==> config.mk <==
export PLATFORM = sky130hd
export DESIGN_NAME = store_align
export DESIGN_NICKNAME = d
export VERILOG_FILES = /design/src/lsu_op_pkg.sv /design/src/lsu_resp_pkg.sv /design/src/store_align.sv
export VERILOG_INCLUDE_DIRS = /design/src
export SDC_FILE = /design/constraint.sdc
export NUM_CORES = 1
export LEC_CHECK = 0
export ABC_AREA = 1
export BUFFER_PORTS_ARGS = -buffer_cell sky130_fd_sc_hd__buf_4
export CAP_MARGIN = 20
export CORE_ASPECT_RATIO = 1.4
export CORE_MARGIN = 1.5
export CORE_UTILIZATION = 50
export DETAILED_ROUTE_END_ITERATION = 10
export PLACE_DENSITY = 0.82
export REMOVE_ABC_BUFFERS = 1
export SYNTH_ARGS = -nofsm -noshare
export SYNTH_HDL_FRONTEND = slang
export SYNTH_SLANG_ARGS = --single-unit
export TNS_END_PERCENT = 20
==> constraint.sdc <==
create_clock -name clock -period 9.42 [get_ports clock]
set_input_delay 2.355 -clock clock [delete_from_list [all_inputs] [get_ports clock]]
set_output_delay 2.355 -clock clock [all_outputs]
set_load 0.03 [all_outputs]
==> src/lsu_cfg.svh <==
// sizes are fixed for a 64-bit core; base must be 8-byte aligned and depth a power of two
`ifndef LSU_CFG_SVH
`define LSU_CFG_SVH

// data and address width in bits
`define LSU_XLEN 64

// RAM depth in words of LSU_XLEN bits
`define LSU_MEM_WORDS 256

// byte address of word 0, same as the core's start address
`define LSU_MEM_BASE 64'h0000_0000_8000_0000

`endif

==> src/lsu_op_pkg.sv <==
// encodings are local to this unit and are not the RISC-V funct3 values
`default_nettype none

package lsu_op_pkg;

	// loads first, then stores
	typedef enum logic [3:0] {
		op_lb  = 4'd0,
		op_lh  = 4'd1,
		op_lw  = 4'd2,
		op_ld  = 4'd3,
		op_lbu = 4'd4,
		op_lhu = 4'd5,
		op_lwu = 4'd6,
		op_sb  = 4'd7,
		op_sh  = 4'd8,
		op_sw  = 4'd9,
		op_sd  = 4'd10
	} mem_op_e;

	typedef enum logic [1:0] {
		size_byte   = 2'd0,
		size_half   = 2'd1,
		size_word   = 2'd2,
		size_double = 2'd3
	} access_size_e;

endpackage

`default_nettype wire

==> src/lsu_resp_pkg.sv <==
// one code per request; misaligned wins over out of range
`default_nettype none

package lsu_resp_pkg;

	typedef enum logic [1:0] {
		resp_ok           = 2'd0,
		resp_misaligned   = 2'd1,
		resp_out_of_range = 2'd2
	} resp_code_e;

endpackage

`default_nettype wire

==> src/store_align.sv <==
// one slot; the range check uses the full address, al_index is cut to the RAM depth
`timescale 1ns/1ps
`default_nettype none
`include "lsu_cfg.svh"

module store_align
	import lsu_op_pkg::*, lsu_resp_pkg::*;
(
	input  wire                               clock,
	input  wire                               reset,
	input  wire                               req_valid,
	input  wire mem_op_e                      req_op,
	input  wire [`LSU_XLEN-1:0]               req_addr,
	input  wire [`LSU_XLEN-1:0]               req_wdata,
	output logic                              req_ready,
	output logic                              al_valid,
	input  wire                               al_ready,
	output mem_op_e                           al_op,
	output logic [$clog2(`LSU_MEM_WORDS)-1:0] al_index,
	output logic [2:0]                        al_offset,
	output logic [`LSU_XLEN-1:0]              al_wdata,
	output logic [`LSU_XLEN/8-1:0]            al_wmask,
	output resp_code_e                        al_code
);

	localparam int IDX_W = $clog2(`LSU_MEM_WORDS);

	access_size_e          size;
	logic [2:0]            align_mask;
	logic [`LSU_XLEN/8-1:0] size_be;
	logic                  is_store;
	logic [`LSU_XLEN-1:0]  rel_addr;
	logic [`LSU_XLEN-4:0]  word_idx;
	logic                  misaligned;
	logic                  out_of_range;
	resp_code_e            code;
	logic                  slot_full;

	always_comb begin
		case (req_op)
			op_lb, op_lbu, op_sb: size = size_byte;
			op_lh, op_lhu, op_sh: size = size_half;
			op_lw, op_lwu, op_sw: size = size_word;
			default:              size = size_double;
		endcase
	end

	// low address bits that must be zero, and byte enables before the shift
	always_comb begin
		case (size)
			size_byte: begin
				align_mask = 3'b000;
				size_be    = 8'h01;
			end
			size_half: begin
				align_mask = 3'b001;
				size_be    = 8'h03;
			end
			size_word: begin
				align_mask = 3'b011;
				size_be    = 8'h0f;
			end
			default: begin
				align_mask = 3'b111;
				size_be    = 8'hff;
			end
		endcase
	end

	assign is_store     = req_op inside {op_sb, op_sh, op_sw, op_sd};
	assign rel_addr     = req_addr - `LSU_MEM_BASE;
	assign word_idx     = rel_addr[`LSU_XLEN-1:3];
	assign misaligned   = |(req_addr[2:0] & align_mask);
	assign out_of_range = (req_addr < `LSU_MEM_BASE) || (word_idx >= `LSU_MEM_WORDS);

	always_comb begin
		if (misaligned)
			code = resp_misaligned;
		else if (out_of_range)
			code = resp_out_of_range;
		else
			code = resp_ok;
	end

	assign req_ready = !slot_full || al_ready;
	assign al_valid  = slot_full;

	always_ff @(posedge clock) begin
		if (reset) begin
			slot_full <= 1'b0;
		end else if (req_ready) begin
			slot_full <= req_valid;
		end
	end

	// store data and enables move up to the byte offset
	always_ff @(posedge clock) begin
		if (req_valid && req_ready) begin
			al_op     <= req_op;
			al_index  <= word_idx[IDX_W-1:0];
			al_offset <= req_addr[2:0];
			al_wdata  <= req_wdata << {req_addr[2:0], 3'b000};
			al_wmask  <= is_store ? size_be << req_addr[2:0] : '0;
			al_code   <= code;
		end
	end

	// slot contents held while the RAM stage stalls
	a_slot_hold: assert property (@(posedge clock) disable iff (reset)
		(al_valid && !al_ready) |=>
		(al_valid && $stable(al_op) && $stable(al_index) && $stable(al_offset)
			&& $stable(al_wdata) && $stable(al_wmask) && $stable(al_code)))
		else $error("store_align: slot changed while stalled");

endmodule

`default_nettype wire

# [Word-level counts from Yosys, hierarchy flattened]
# Memories as Yosys holds them, arrays and structs flattened.
# Cells that the tools add are included.
[classes] add_sub_neg=1 order_cmp=2 eq_ne=6 shift=2 n_mux=3 n_bitwise=1 n_reduce_logical=7
[ops] cell="64-bit by 32-bit < comparator with 1-bit output (second input constant)" n=1
[ops] cell="64-bit by 6-bit left shift with 64-bit output" n=1
[ops] cell="64-bit by 32-bit subtractor with 64-bit output (second input constant)" n=1
[ops] cell="61-bit by 9-bit >= comparator with 1-bit output (second input constant)" n=1
[ops] cell="8-bit one-hot mux with 3 select lines" n=1
[ops] cell="4-bit == test (second input constant)" n=3
[ops] cell="3-bit one-hot mux with 3 select lines" n=1
[ops] cell="8-bit by 3-bit left shift with 8-bit output" n=1
[ops] cell="4-bit by 3-bit == test with 1-bit output (second input constant)" n=1
[ops] cell="4-bit nonzero test" n=1
[ops] cell="3-bit bitwise AND" n=1
[ops] cell="3-bit OR reduction" n=1
[ops] cell="2-bit by 1-bit == test with 1-bit output (second input constant)" n=1
[ops] cell="2-bit == test (second input constant)" n=1
[ops] cell="2-bit logical NOT" n=1
[ops] cell="1-bit logical OR" n=2
[ops] cell="2-bit two-way mux" n=1
[ops] cell="1-bit logical AND" n=1
[ops] cell="1-bit logical NOT" n=1
[word_totals] reg_bits=90 mem_bits_ro=32 input_bits=136 out_inout_bits=91 wordCells=30 memories=1
[mem_list] name="(name not given)" words=16 width=2 rd=1 rd_clocked_by_memory_dff=0 write_ports=0 line_no="store_align.sv:40" source="case (req_op)"

# [Logic depth before layout (Yosys ltp)]
# An unclocked memory read counts as a cell.
[depth] depth_word=5 depth_mapped=15 mapped_depth_nobuf=15

# [Worst setup path before layout]
# Ideal clock, no wire load.
[synth_path] path_type="in2reg" startpoint="in req_valid" endpoint="reg al_code[0] (enable)" setup_ns=0.566 arrival_ns=6.697 required_ns=8.854 slack_ns=2.157 stages=2 cell_sequence="inv_1 a21oi_1"
[synth_via] elab_chain_len=1
[synth_rtl] item="from (decl)" line_no="store_align.sv:11" source="input wire req_valid,"
[synth_rtl] item="1-bit logical AND" line_no="store_align.sv:98" source="if (req_valid && req_ready) begin"
[synth_rtl] item="to (signal assigned)" line_no="store_align.sv:104" source="al_code <= code;"
[synth_rtl] item="to (decl)" line_no="store_align.sv:23" source="output resp_code_e al_code"
# Every way passes these cells.
# A chain may end at the register's enable or synchronous reset.

# [Worst setup path in the final report]
[layout_path] startpoint="in al_ready" endpoint="out req_ready"
[layout_via] elab_chain_len=1
[layout_rtl] item="from (decl)" line_no="store_align.sv:17" source="input wire al_ready,"
[layout_rtl] item="1-bit logical OR" line_no="store_align.sv:85" source="assign req_ready = !slot_full || al_ready;"
[layout_rtl] item="to (decl)" line_no="store_align.sv:15" source="output logic req_ready,"
# Every way passes these cells.

==> metrics.txt <==
cell taking the most area after synthesis=edfxtp_1; Crit path top cell by count=buf_4; RSZ-0062 raised after global routing=no; Synth Area in Simple Gates=0.334; combinational share of power=0.254; first-pass GRT wire length=26.6 mm; Vias/cell=5.38; Syn Area/Cell=7.59 sq um; GR Util met1=0.309; power share of the clock group=0.304; # port buffers=226; largest net degree at the start of global routing=81; dpl ws=4230 ps; CP max stage cell=buf_4; crit path time final=5190 ps; period utilization=0.551; die width=93.9 microns; met2 Resource Use GR=0.502; cell family with most CP delay=buffers and inverters; Area after DPL=7540 sq um; vias in the first global route=5621; required time of the worst setup path=7070 ps; mapped cell area=5780 sq um; WS Path Type=in -> out; 1st-pass router iterations=7; PostCTS Resize Cnt=0; drt wl/cell=15.9 microns; busiest grt layer=met2; hpwl dp=13.4 mm; Finished Cell Area=7820 sq um; CP arrival=2840 ps; post-synthesis xor/xnor area fraction=0.00303; Remaining DRCs=0; multiplexer area fraction after synthesis=0.0433; clk_skew=8.35 ps; cell area power density=141 nW/um^2; Max-slew headroom=0.357; max_cap viols=0; H-tree depth=3; Iteration-0 DRC Markers=379; CP endpoint kind=output pin; CTS tree=built; Row Count=46; worst-path fanout max=2; VDD IR max=0.0968 mV; met3 GRT Util=0.0624; worst-margin pin slew=963 ps; Leak=3.59 nW; Internal Power=0.000763 W; IO Count=227; WP buf/inv=3; endpoints failing setup=0; setup TNS=0 ps; initial antenna violation count=0; Die Area=12200 sq um; maximum achievable frequency=193 MHz; Mapped Cells=762; overall routing resource usage=0.284; clock sinks=90; #FFs+latches synth=90; status=finished, final reports clean; Final WS setup=4230 ps; post-synthesis adder-cell area fraction=0.00216; Die Y=130 microns; Net Sw Power=0.000339 W; DRT antenna net count=0; number of library cell types mapped by synthesis=34; root cell of the clock tree=clkbuf_16; Slew Limit Fails=0; Final nets=1105; core area=11300 sq um; synth warn=0; worst skew pair latency=340 ps; Critical Path Max Stage Delay=180 ps; CTS Hold Buffers Added=0; area fraction in compound gates after synthesis=0.0835; hold violation count in the final report=0; startpoint type of the worst setup path=input pin; Num CTS Buffers=9; fraction of the yosys area taken by sequential cells=0.466; sw frac=0.308; # diodes=0; vias post-DR=6007; gp weighted congestion=0.922; Yosys top cell area share=0.462; gr ovfl total=0; Area Growth Syn to Fin=35.3%; Post-CTS Setup Bufs=0; layout cells sized above 1=0.280; synth top area cells=edfxtp_1, nand2_1, nor2_1; clock-pin slew on the worst setup and hold paths=70 ps; critical-path cell list=buf_4 > inv_1 > nand2_1 > buf_4; Clock Tree Buf Depth=2; main combinational cell family by area after synthesis=simple AND/OR/NAND/NOR gates; Hold Crit Class=reg -> reg; part of the power in registers=0.442; final WL=17.7 mm; Starting Density=0.512
[per-layer routing]
layer  share of wire  wire (microns)
met5               0               0
met4           0.052             914
met3            0.10            1800
met2            0.50            8840
met1            0.35            6150
[sequential cells by signal, indices dropped and copies added (netlist names)]
signal / flops
al_op: 4
al_wdata: 64
al_wmask: 8
al_offset: 3
al_code: 2
al_index: 8
al_valid: 1
[final cells by class]
type	count	area, sq um
Fill cell	907	3460
Multi-Input combinational cell	572	2710
Sequential cell	90	2690
Timing Repair Buffer	228	1710
Inverter	67	251
Clock buffer	9	225
Tap cell	144	180
Clock inverter	7	53.8
[cells in the final DEF, fill, tap and decap left out, drive strengths merged, types with 9 or more instances in the layout]
master,count
inv,64
nand3,70
clkbuf,9
nand2,227
nor2,134
mux2i,25
o21ai,71
nand4,11
buf,228
edfxtp,89
a21oi,15
[synthesized netlist by cell type (all sizes together)]
cell type / number
inv: 63
nor3: 3
nand2: 227
o211ai: 1
o221ai: 1
buf: 13
edfxtp: 89
or2: 1
o21ai: 71
nor2: 134
mux2i: 25
nand3b: 1
o22ai: 1
a211oi: 1
o21bai: 3
ha: 1
and2: 2
xor2: 2
clkinv: 4
a21oi: 15
nand4: 11
nand3: 70
clkbuf: 20
dfxtp: 1
nor4: 2
[worst register-to-register path, cell delays in order, from the launching register on]
cell and delay [ps]:
dfxtp_1 350, a21oi_4 710, buf_4 770
[through the flow]
step	std cells	power, W	utilization	hold WS, ps
6_report	1117	0.00110	0.693	573
5_1_grt	1117	0.00114	0.693	596
4_1_cts	1117	0.00110	0.693	575
3_5_place_dp	1101	0.000773	0.668	567
3_3_place_gp	1101	0.000767	0.668	525
2_1_floorplan	729	0.000641	-	832
[power groups by stage]
| stage | logic, W | clock network [W] | registers (W) |
|---|---|---|---|
| after floorplan | 0.0000861 | 0 | 0.000555 |
| after global placement | 0.000273 | 0 | 0.000495 |
| after detailed placement | 0.000277 | 0 | 0.000496 |
| after CTS | 0.000279 | 0.000336 | 0.000487 |
| after global routing | 0.000302 | 0.000350 | 0.000489 |
| final | 0.000280 | 0.000335 | 0.000487 |
[cells by family (layout without fill, tap and decap cells)]
kind of cell	Yosys count	count (layout)
simple gates	451	451
xor+xnor	2	2
fa+ha+maj	1	1
buf+inv	100	311
mux	25	25
compound gates	93	93
flops	90	90
[final timing paths]
check | end | start | depth (start not counted) | slack, ps
worst max-delay path | req_ready | al_ready | 4 | 4230
worst min-delay path | al_valid | al_valid | 2 | 570
worst max register to register | al_wdata[13] | al_valid | 2 | 7170
worst min register to register | al_valid | al_valid | 2 | 570
Power figures use the tool's default switching activity.
