## config.mk

```make
export PLATFORM = sky130hd
export DESIGN_NAME = load_extract
export DESIGN_NICKNAME = d
export VERILOG_FILES = /design/src/lsu_op_pkg.sv /design/src/lsu_resp_pkg.sv /design/src/load_extract.sv
export VERILOG_INCLUDE_DIRS = /design/src
export SDC_FILE = /design/constraint.sdc
export NUM_CORES = 1
export LEC_CHECK = 0
export ABC_AREA = 1
export BUFFER_PORTS_ARGS = -buffer_cell sky130_fd_sc_hd__buf_2
export CORE_UTILIZATION = 57
export DETAILED_ROUTE_END_ITERATION = 16
export PLACE_DENSITY_LB_ADDON = 0.08
export SLEW_MARGIN = 30
export SYNTH_ARGS = -nofsm -noshare
export SYNTH_HDL_FRONTEND = slang
export SYNTH_SLANG_ARGS = --single-unit
```

## constraint.sdc

```tcl
create_clock -name clock -period 9.45 [get_ports clock]
set_clock_uncertainty 0.15 [all_clocks]
set_input_delay 0.945 -clock clock [delete_from_list [all_inputs] [get_ports clock]]
set_output_delay 0.945 -clock clock [all_outputs]
set_load 0.01 [all_outputs]
```

## src/lsu_cfg.svh

```systemverilog
// sizes are fixed for a 64-bit core; base must be 8-byte aligned and depth a power of two
`ifndef LSU_CFG_SVH
`define LSU_CFG_SVH

// data and address width in bits
`define LSU_XLEN 64

// RAM depth in words of LSU_XLEN bits
`define LSU_MEM_WORDS 256

// byte address of word 0, same as the core's start address
`define LSU_MEM_BASE 64'h0000_0000_8000_0000

`endif

```

## src/lsu_op_pkg.sv

```systemverilog
// encodings are local to this unit and are not the RISC-V funct3 values
`default_nettype none

package lsu_op_pkg;

	// loads first, then stores
	typedef enum logic [3:0] {
		op_lb  = 4'd0,
		op_lh  = 4'd1,
		op_lw  = 4'd2,
		op_ld  = 4'd3,
		op_lbu = 4'd4,
		op_lhu = 4'd5,
		op_lwu = 4'd6,
		op_sb  = 4'd7,
		op_sh  = 4'd8,
		op_sw  = 4'd9,
		op_sd  = 4'd10
	} mem_op_e;

	typedef enum logic [1:0] {
		size_byte   = 2'd0,
		size_half   = 2'd1,
		size_word   = 2'd2,
		size_double = 2'd3
	} access_size_e;

endpackage

`default_nettype wire

```

## src/lsu_resp_pkg.sv

```systemverilog
// one code per request; misaligned wins over out of range
`default_nettype none

package lsu_resp_pkg;

	typedef enum logic [1:0] {
		resp_ok           = 2'd0,
		resp_misaligned   = 2'd1,
		resp_out_of_range = 2'd2
	} resp_code_e;

endpackage

`default_nettype wire

```

## src/load_extract.sv

```systemverilog
// stores and faulted requests answer with zero data
`timescale 1ns/1ps
`default_nettype none
`include "lsu_cfg.svh"

module load_extract
	import lsu_op_pkg::*, lsu_resp_pkg::*;
(
	input  wire                  clock,
	input  wire                  reset,
	input  wire                  rd_valid,
	output logic                 rd_ready,
	input  wire mem_op_e         rd_op,
	input  wire [2:0]            rd_offset,
	input  wire [`LSU_XLEN-1:0]  rd_word,
	input  wire resp_code_e      rd_code,
	output logic                 resp_valid,
	input  wire                  resp_ready,
	output logic [`LSU_XLEN-1:0] resp_data,
	output resp_code_e           resp_code
);

	logic [`LSU_XLEN-1:0] shifted;
	logic [`LSU_XLEN-1:0] extended;

	assign rd_ready = !resp_valid || resp_ready;

	// addressed bytes down to bit 0
	assign shifted = rd_word >> {rd_offset, 3'b000};

	always_comb begin
		case (rd_op)
			op_lb:   extended = {{(`LSU_XLEN-8){shifted[7]}}, shifted[7:0]};
			op_lbu:  extended = {{(`LSU_XLEN-8){1'b0}}, shifted[7:0]};
			op_lh:   extended = {{(`LSU_XLEN-16){shifted[15]}}, shifted[15:0]};
			op_lhu:  extended = {{(`LSU_XLEN-16){1'b0}}, shifted[15:0]};
			op_lw:   extended = {{(`LSU_XLEN-32){shifted[31]}}, shifted[31:0]};
			op_lwu:  extended = {{(`LSU_XLEN-32){1'b0}}, shifted[31:0]};
			op_ld:   extended = shifted;
			default: extended = '0;
		endcase
		if (rd_code != resp_ok) begin
			extended = '0;
		end
	end

	always_ff @(posedge clock) begin
		if (reset) begin
			resp_valid <= 1'b0;
		end else if (rd_ready) begin
			resp_valid <= rd_valid;
		end
	end

	always_ff @(posedge clock) begin
		if (rd_valid && rd_ready) begin
			resp_data <= extended;
			resp_code <= rd_code;
		end
	end

	// response held while stalled
	a_resp_hold: assert property (@(posedge clock) disable iff (reset)
		(resp_valid && !resp_ready) |=>
		(resp_valid && $stable(resp_data) && $stable(resp_code)))
		else $error("load_extract: response changed while stalled");

endmodule

`default_nettype wire

```

### After elaboration in Yosys (flattened, before gate mapping)

Cells that the tools add are included.

* register bits: 67
* input port bits: 77
* output and inout bits: 68

* equality and inequality tests: 6
* shift-type cells: 1
* mux-type cells: 1
* reductions and logical operators: 5

Operators with widths (count)
* $pmux 64 s7: 1
* $shr 64x6->64: 1
* $eq 4x3->1 const B: 3
* $eq 4x2->1 const B: 2
* $eq 4x1->1 const B: 1
* $logic_not 4->1: 1
* $reduce_bool 2->1: 1
* $logic_and 1x1->1: 1
* $logic_not 1->1: 1
* $logic_or 1x1->1: 1

### Logic depth before layout (Yosys ltp)

Gate-level depths: netlist (run 1).

* depth after elaboration: 3
* gate-level depth with buffers: 13

### Worst setup path after synthesis (run 1)

OpenSTA, ideal clock, no wires.

* path kind: input -> register
* from: input port rd_valid
* to: register resp_code[0], enable pin
* arrival: 4189 ps
* path slack: 4599 ps
* stages on the path: 2
* path buffers: 0
* cell sequence: inv_1 > a21oi_1

* cells in the longest elaborated chain, start to end: 1

RTL lines
* start, declared: RTL line load_extract.sv:11 `input wire rd_valid,`
* $logic_and 1x1->1: RTL line load_extract.sv:56 `if (rd_valid && rd_ready) begin`
* end signal, assigned: RTL line load_extract.sv:58 `resp_code <= rd_code;`
* end, declared: RTL line load_extract.sv:20 `output resp_code_e resp_code`

No other way between the ends.
A chain may end at the register's enable or synchronous reset.

### Worst setup path after layout (run 1)

* from: input port rd_offset[0]
* to: register resp_data[51] (data pin)

* cells in the longest elaborated chain, start to end: 2

RTL lines
* start, declared: RTL line load_extract.sv:14 `input wire [2:0] rd_offset,`
* $shr 64x6->64: RTL line load_extract.sv:29 `assign shifted = rd_word >> {rd_offset, 3'b000};`
* $pmux 64 s7: RTL line load_extract.sv:32 `case (rd_op)`
* end signal, assigned: RTL line load_extract.sv:57 `resp_data <= extended;`
* end, declared: RTL line load_extract.sv:19 `` output logic [`LSU_XLEN-1:0] resp_data, ``

No other way between the ends.

==> results of run 1 <==
[worst max-delay path by stage]
stage,end,slack (ps),depth (start not counted)
6_report,resp_data[51]$_SDFFCE_PP0P_,6140,11
4_1_cts,resp_data[51]$_SDFFCE_PP0P_,6190,11
3_5_place_dp,resp_data[51]$_SDFFCE_PP0P_,5840,11
3_3_place_gp,resp_data[50]$_SDFFCE_PP0P_,5990,11
5_1_grt,resp_data[51]$_SDFFCE_PP0P_,5950,11
2_1_floorplan,resp_code[0]$_DFFE_PP_,4600,2
[through the flow]
stage	instances	utilization
6_report	936	0.693
5_1_grt	936	0.693
4_1_cts	936	0.692
3_5_place_dp	920	0.668
3_3_place_gp	920	0.668
2_1_floorplan	716	-
[final cells by class]
type / count / area, µm²
fill: 750 / 2560
tap: 105 / 131
clock inverter: 7 / 82.6
inverter: 57 / 216
multi-input combinational: 541 / 2450
clock buffer: 9 / 124
timing repair buffer: 150 / 766
sequential: 67 / 2000
[worst max-delay path, cell delays in order]
cell,delay (ps)
buf_2,80
buf_4,450
inv_4,400
nand2_1,180
nand3_1,110
nand3_1,130
nand2_1,130
nand2_4,250
nand2_8,240
nor2_1,230
nor2_1,80
[kinds of logic after synthesis]
kind of cell / count (synthesis)
compound gates: 64
buf+inv: 108
flops: 67
simple gates: 477
[power groups by stage]
stage	registers, mW	logic (mW)	clock network (mW)
after global placement	0.355	0.162	0
after floorplan	0.368	0.0986	0
after CTS	0.349	0.165	0.257
after global routing	0.351	0.186	0.268
after detailed placement	0.356	0.164	0
final	0.349	0.167	0.255
[state kept, by name, summed over array words and instances (netlist names)]
register and count:
resp_code 2, resp_data 64, resp_valid 1
[layout by cell type (no fill, tap or decap), drive strengths merged]
| master | count |
|---|---|
| nand3 | 104 |
| o211ai | 5 |
| a21oi | 31 |
| a21boi | 1 |
| edfxtp | 66 |
| dfxtp | 1 |
| buf | 150 |
| o21ai | 27 |
| clkinvlp | 2 |
| bufinv | 1 |
| nor2 | 74 |
| inv | 61 |
| clkbuf | 9 |
| nor3 | 3 |
| nand2 | 296 |
[routing by layer]
metal  vias up  track usage  part of all wire
met5         -            0                 0
met4         0        0.146             0.037
met2       274        0.518              0.47
met3        46       0.0694             0.086
met1      2320        0.413              0.41
li1       2512            -                 -
==> results.ini, run 1 <==
[finish]
nets=903
drive_gt1_frac=0.276
syn_to_final_growth_pct=15.9
antenna_cells=0
fin_area_um2=5780

[logic_synthesis]
synth_area_leader_cell=edfxtp_1
synth_xor_area_frac=0
yosysWarnings=0
synthSimpleGateAreaFrac=0.422
post_synth_mux_area_share=0
synth_area_per_cell_um2=6.96
syn-instance-count=716
syn_nets=793
yosysMostFrequentCell=nand2_1
synthTopCellsByCount=nand2_1, nand3_1, edfxtp_1
ys_ff_latch=67
synth_compound_area_frac=0.0673
yosysTopAreaCellShare=0.398
synth_area_leaders=edfxtp_1, nand2_1, nand3_1, nor2_2, inv_1
synth_edf_count=66
seq_area_frac_synth=0.402
synthAdderAreaFrac=0
yosysUniqueCellTypes=28
ys.flop_type=edfxtp_1
synthesis.area_um2=4980
async_flop_share=0
synth_top_family_by_area=simple AND/OR/NAND/NOR gates

[placed_design]
routabilityCongestion=0.917
placed_cell_area_um2=5570
dp_hpwl_um=10300
numPortBuffers=144
post-place-ws_ps=5840

[min_path]
min_path_type=flip-flop to flip-flop
holdCritStartpoint=resp_valid$_SDFFE_PP0N_
holdPathStages=2
hold_path_end=resp_valid$_SDFFE_PP0N_

[routing]
drtIter0Drc=607
viasPerCell=5.50
ant_nets=0
wl_um=14100
route.detailed.drc=0
wl_per_cell_um=15.1
vias=5152
dr.pass1.iters=5

[power]
clkPwrFrac=0.331
power.total_mw=0.772
swShare=0.319
p_int_mw=0.526
switchingPower_mw=0.246
cellPowerDensity_nw_per_um2=134
vdd_drop_max_mv=0.0775
pwr-share-comb=0.217
pwr-share-seq=0.452
leakagePower_nw=3.08

[setup_path]
r2r_cells=2
crit_type=input port to flip-flop
cp-end-kind=flip-flop
crit_start=rd_offset[0]
worst_ep_arrival_time_ps=3260
worst-r2r-setup-slack_ps=7720
worstReg2RegStart=resp_valid$_SDFFE_PP0N_
r2r_end=resp_data[35]$_SDFFCE_PP0P_
cp_max_fo=75
cp-start-kind=input port
cp.required_ps=9400

[grt]
overflow=0
grt_max_degree=78
grt_pass1_vias=4568
grt_antenna_before_repair=0
grt_usage=0.322
grt_first_pass_wirelength_um=22100

[outcome]
status=completed

[timing]
hold_ws_ps=409
maxSlewViolCount=0
worst_slack_ps=6140
rsz0062_at_grt=false
worst_pin_slew_ps=825
fin_crit_ps=3310
finalSetupTns_ps=0
hold_viol=0
slew_headroom=0.450
max_freq_mhz=302
post-route-period-util=0.351
setup-violations-final=0

[clock_network]
cts.clk_slew.worst_paths_ps=90
cts_buffers=9
cts_tree=yes
clock_path_buffers=2
post_cts_buffers=0
clock_latency_ps=360
cts_hold_buf=0
cts.sinks=67
cts-root-buf=clkbuf_8
h-tree-depth=3
ctsResizeCount=0

[die]
die_y_um=95.5
dieArea_um2=9120
rows=33
die_x_um=95.5
core_um2=8340
boundaryPins=145
initial_utilization=0.598

[run]
drv_cap=0

Power figures use the tool's default switching activity.
==> run 2: changes to the inputs <==
CORE_UTILIZATION = 48   (was 57)
clock period = 2.98 ns   (was 9.45 ns; I/O delays follow)
==> run 2 against run 1 <==
  * Power grew to 3.1 times the previous value
  * Sequential power grew to 3.2 times the previous value
  * Via count is 1.6% lower
  * Worst hold slack worse by 300 ps
  * Sequential share of layout area is 0.58 points lower
  * Design area is 1.7% higher
  * Critical endpoint is now resp_data[3]$_SDFFCE_PP0P_
  * Largest cell class unchanged
==> results.ini, run 2 (synthesis gave the netlist of run 1 again) <==
[timing]
finalSetupTns_ps=0  ; unchanged
maxSlewViolCount=0  ; unchanged
max_freq_mhz=449
setup-violations-final=0  ; unchanged
worst_slack_ps=750  ; -5390 ps
rsz0062_at_grt=false
hold_viol=0  ; unchanged
hold_ws_ps=111  ; -298 ps
slew_headroom=0.453  ; +0.00349
worst_pin_slew_ps=820  ; -5.23 ps
fin_crit_ps=2230
post-route-period-util=0.748

[clock_network]
cts_tree=yes
clock_path_buffers=2  ; unchanged
clock_latency_ps=350  ; about the same
cts.clk_slew.worst_paths_ps=80  ; about the same
cts-root-buf=clkbuf_8
cts.sinks=67  ; unchanged
h-tree-depth=3  ; unchanged
cts_buffers=9  ; unchanged
post_cts_buffers=0  ; unchanged

[routing]
drtIter0Drc=374  ; -38%
route.detailed.drc=0  ; unchanged
wl_um=14300  ; +1.6%
dr.pass1.iters=5  ; unchanged
ant_nets=0  ; unchanged
wl_per_cell_um=14.7  ; -2.2%
viasPerCell=5.21  ; -5.3%
vias=5067  ; -1.6%

[finish]
layout_commonest_cell=nand2_1
antenna_cells=0  ; unchanged
largestRegisters=resp_data (64), resp_code (2), resp_valid (1)
syn_to_final_growth_pct=17.9
post-route-util=0.593  ; -0.0997
mostFrequentLayoutCells=nand2_1, buf_2, nand3_1
largest_reg_flops=64  ; unchanged
drive_gt1_frac=0.277  ; +0.000948
nets=911  ; +0.89%
regMostFlops=resp_data

[setup_path]
path_common_cell=nor2_1
worst_ep_arrival_time_ps=2280  ; -980 ps
crit_slowest_cell=dlygate4sd3_1
crit_family=buffers and inverters
worst-path-buf-inv=4  ; +1
cp_max_fo=17  ; -77%
cp-end-kind=flip-flop
crit_type=input port to flip-flop
cp-start-kind=input port
path_cells=dlygate4sd3_1, buf_2, nor2_1, buf_4, inv_1, nor2_1, o21ai_0, a21oi_1
cp.required_ps=3030  ; -6370 ps
max_stage_delay_ps=540  ; +90 ps

[placed_design]
numPortBuffers=144  ; unchanged
routabilityCongestion=0.909  ; -0.93%
dp_hpwl_um=10600  ; +3.4%
post-place-ws_ps=615  ; -5230 ps

[die]
die_y_um=104  ; +8.8%
die_x_um=104  ; +8.8%
dieArea_um2=10800  ; +18%
core_um2=9910  ; +19%
initial_utilization=0.503  ; -0.0946
boundaryPins=145  ; unchanged
rows=36  ; +9.1%

[grt]
grt_usage=0.278  ; -0.0435
grt_max_degree=72  ; -7.7%
grt_first_pass_wirelength_um=23700  ; +7.3%
grt_pass1_vias=4952  ; +8.4%
overflow=0  ; unchanged
grt_antenna_before_repair=0  ; unchanged

[power]
leakagePower_nw=3.12  ; +1.3%
cellPowerDensity_nw_per_um2=408  ; +210%
vdd_drop_max_mv=0.280  ; +260%

[outcome]
status=completed

[run]
drv_cap=0  ; unchanged

[min_path]
min_path_type=input port to flip-flop

run 2: cell types whose count changed in the layout (fill, tap and decap cells not counted), moves of 2 or more:
cell | previous run | this run
clkinv_2 | 0 | 2
buf_4 | 6 | 10
dlygate4sd3_1 | 0 | 3
inv_6 | 3 | 1
run 2: metrics by stage:
stage	power [mW]	area [µm²]	std cells
after floorplan	1.48	4990	716
after global placement	1.65	5650	953
after detailed placement	1.66	5650	953
after CTS	2.41	5880	972
after global routing	2.53	5880	972
final	2.40	5880	972
run 2: per-layer routing:
layer,GRT usage,up-vias,wire length [µm]
met1,0.348,2309,6100
met2,0.475,195,6930
met3,0.0501,35,865
met4,0.112,0,425
li1,-,2528,-
met5,0,-,0
run 2: final cells by class:
type | count | area, µm²
Clock inverter | 6 | 65.1
Sequential cell | 67 | 2000
Multi-Input combinational cell | 541 | 2450
Fill cell | 985 | 4030
Timing Repair Buffer | 158 | 846
Clock buffer | 10 | 128
Tap cell | 133 | 166
Inverter | 57 | 216
run 2: final timing paths:
path                                               from                          end  slack [ps]  cells past startpoint
worst min register to register  resp_valid$_SDFFE_PP0N_      resp_valid$_SDFFE_PP0N_         410                      2
worst min-delay path                           rd_valid      resp_valid$_SDFFE_PP0N_         110                      3
worst max-delay path                         rd_code[1]   resp_data[3]$_SDFFCE_PP0P_         750                      8
worst max register to register  resp_valid$_SDFFE_PP0N_  resp_data[27]$_SDFFCE_PP0P_        1280                      2
run 2: where the power goes:
| part | internal [mW] | total [mW] | leakage (nW) | switching, mW |
|---|---|---|---|---|
| Sequential | 1.09 | 1.11 | 0.663 | 0.0127 |
| Combinational | 0.181 | 0.535 | 2.36 | 0.354 |
| Clock | 0.388 | 0.758 | 0.0966 | 0.370 |
| Total | 1.66 | 2.40 | 3.12 | 0.736 |
run 2: repair_timing:
action                                  4_1_cts  5_1_grt
hold buffers                                  3        0
endpoints found under the hold margin         3        0
gates resized for setup                       0        0
endpoints found under the setup margin        0        0
run 2: worst reg2reg max path: stages, from the launching register on:
cell	delay (ps)
dfxtp_1	350
a21oi_4	140
buf_4	660
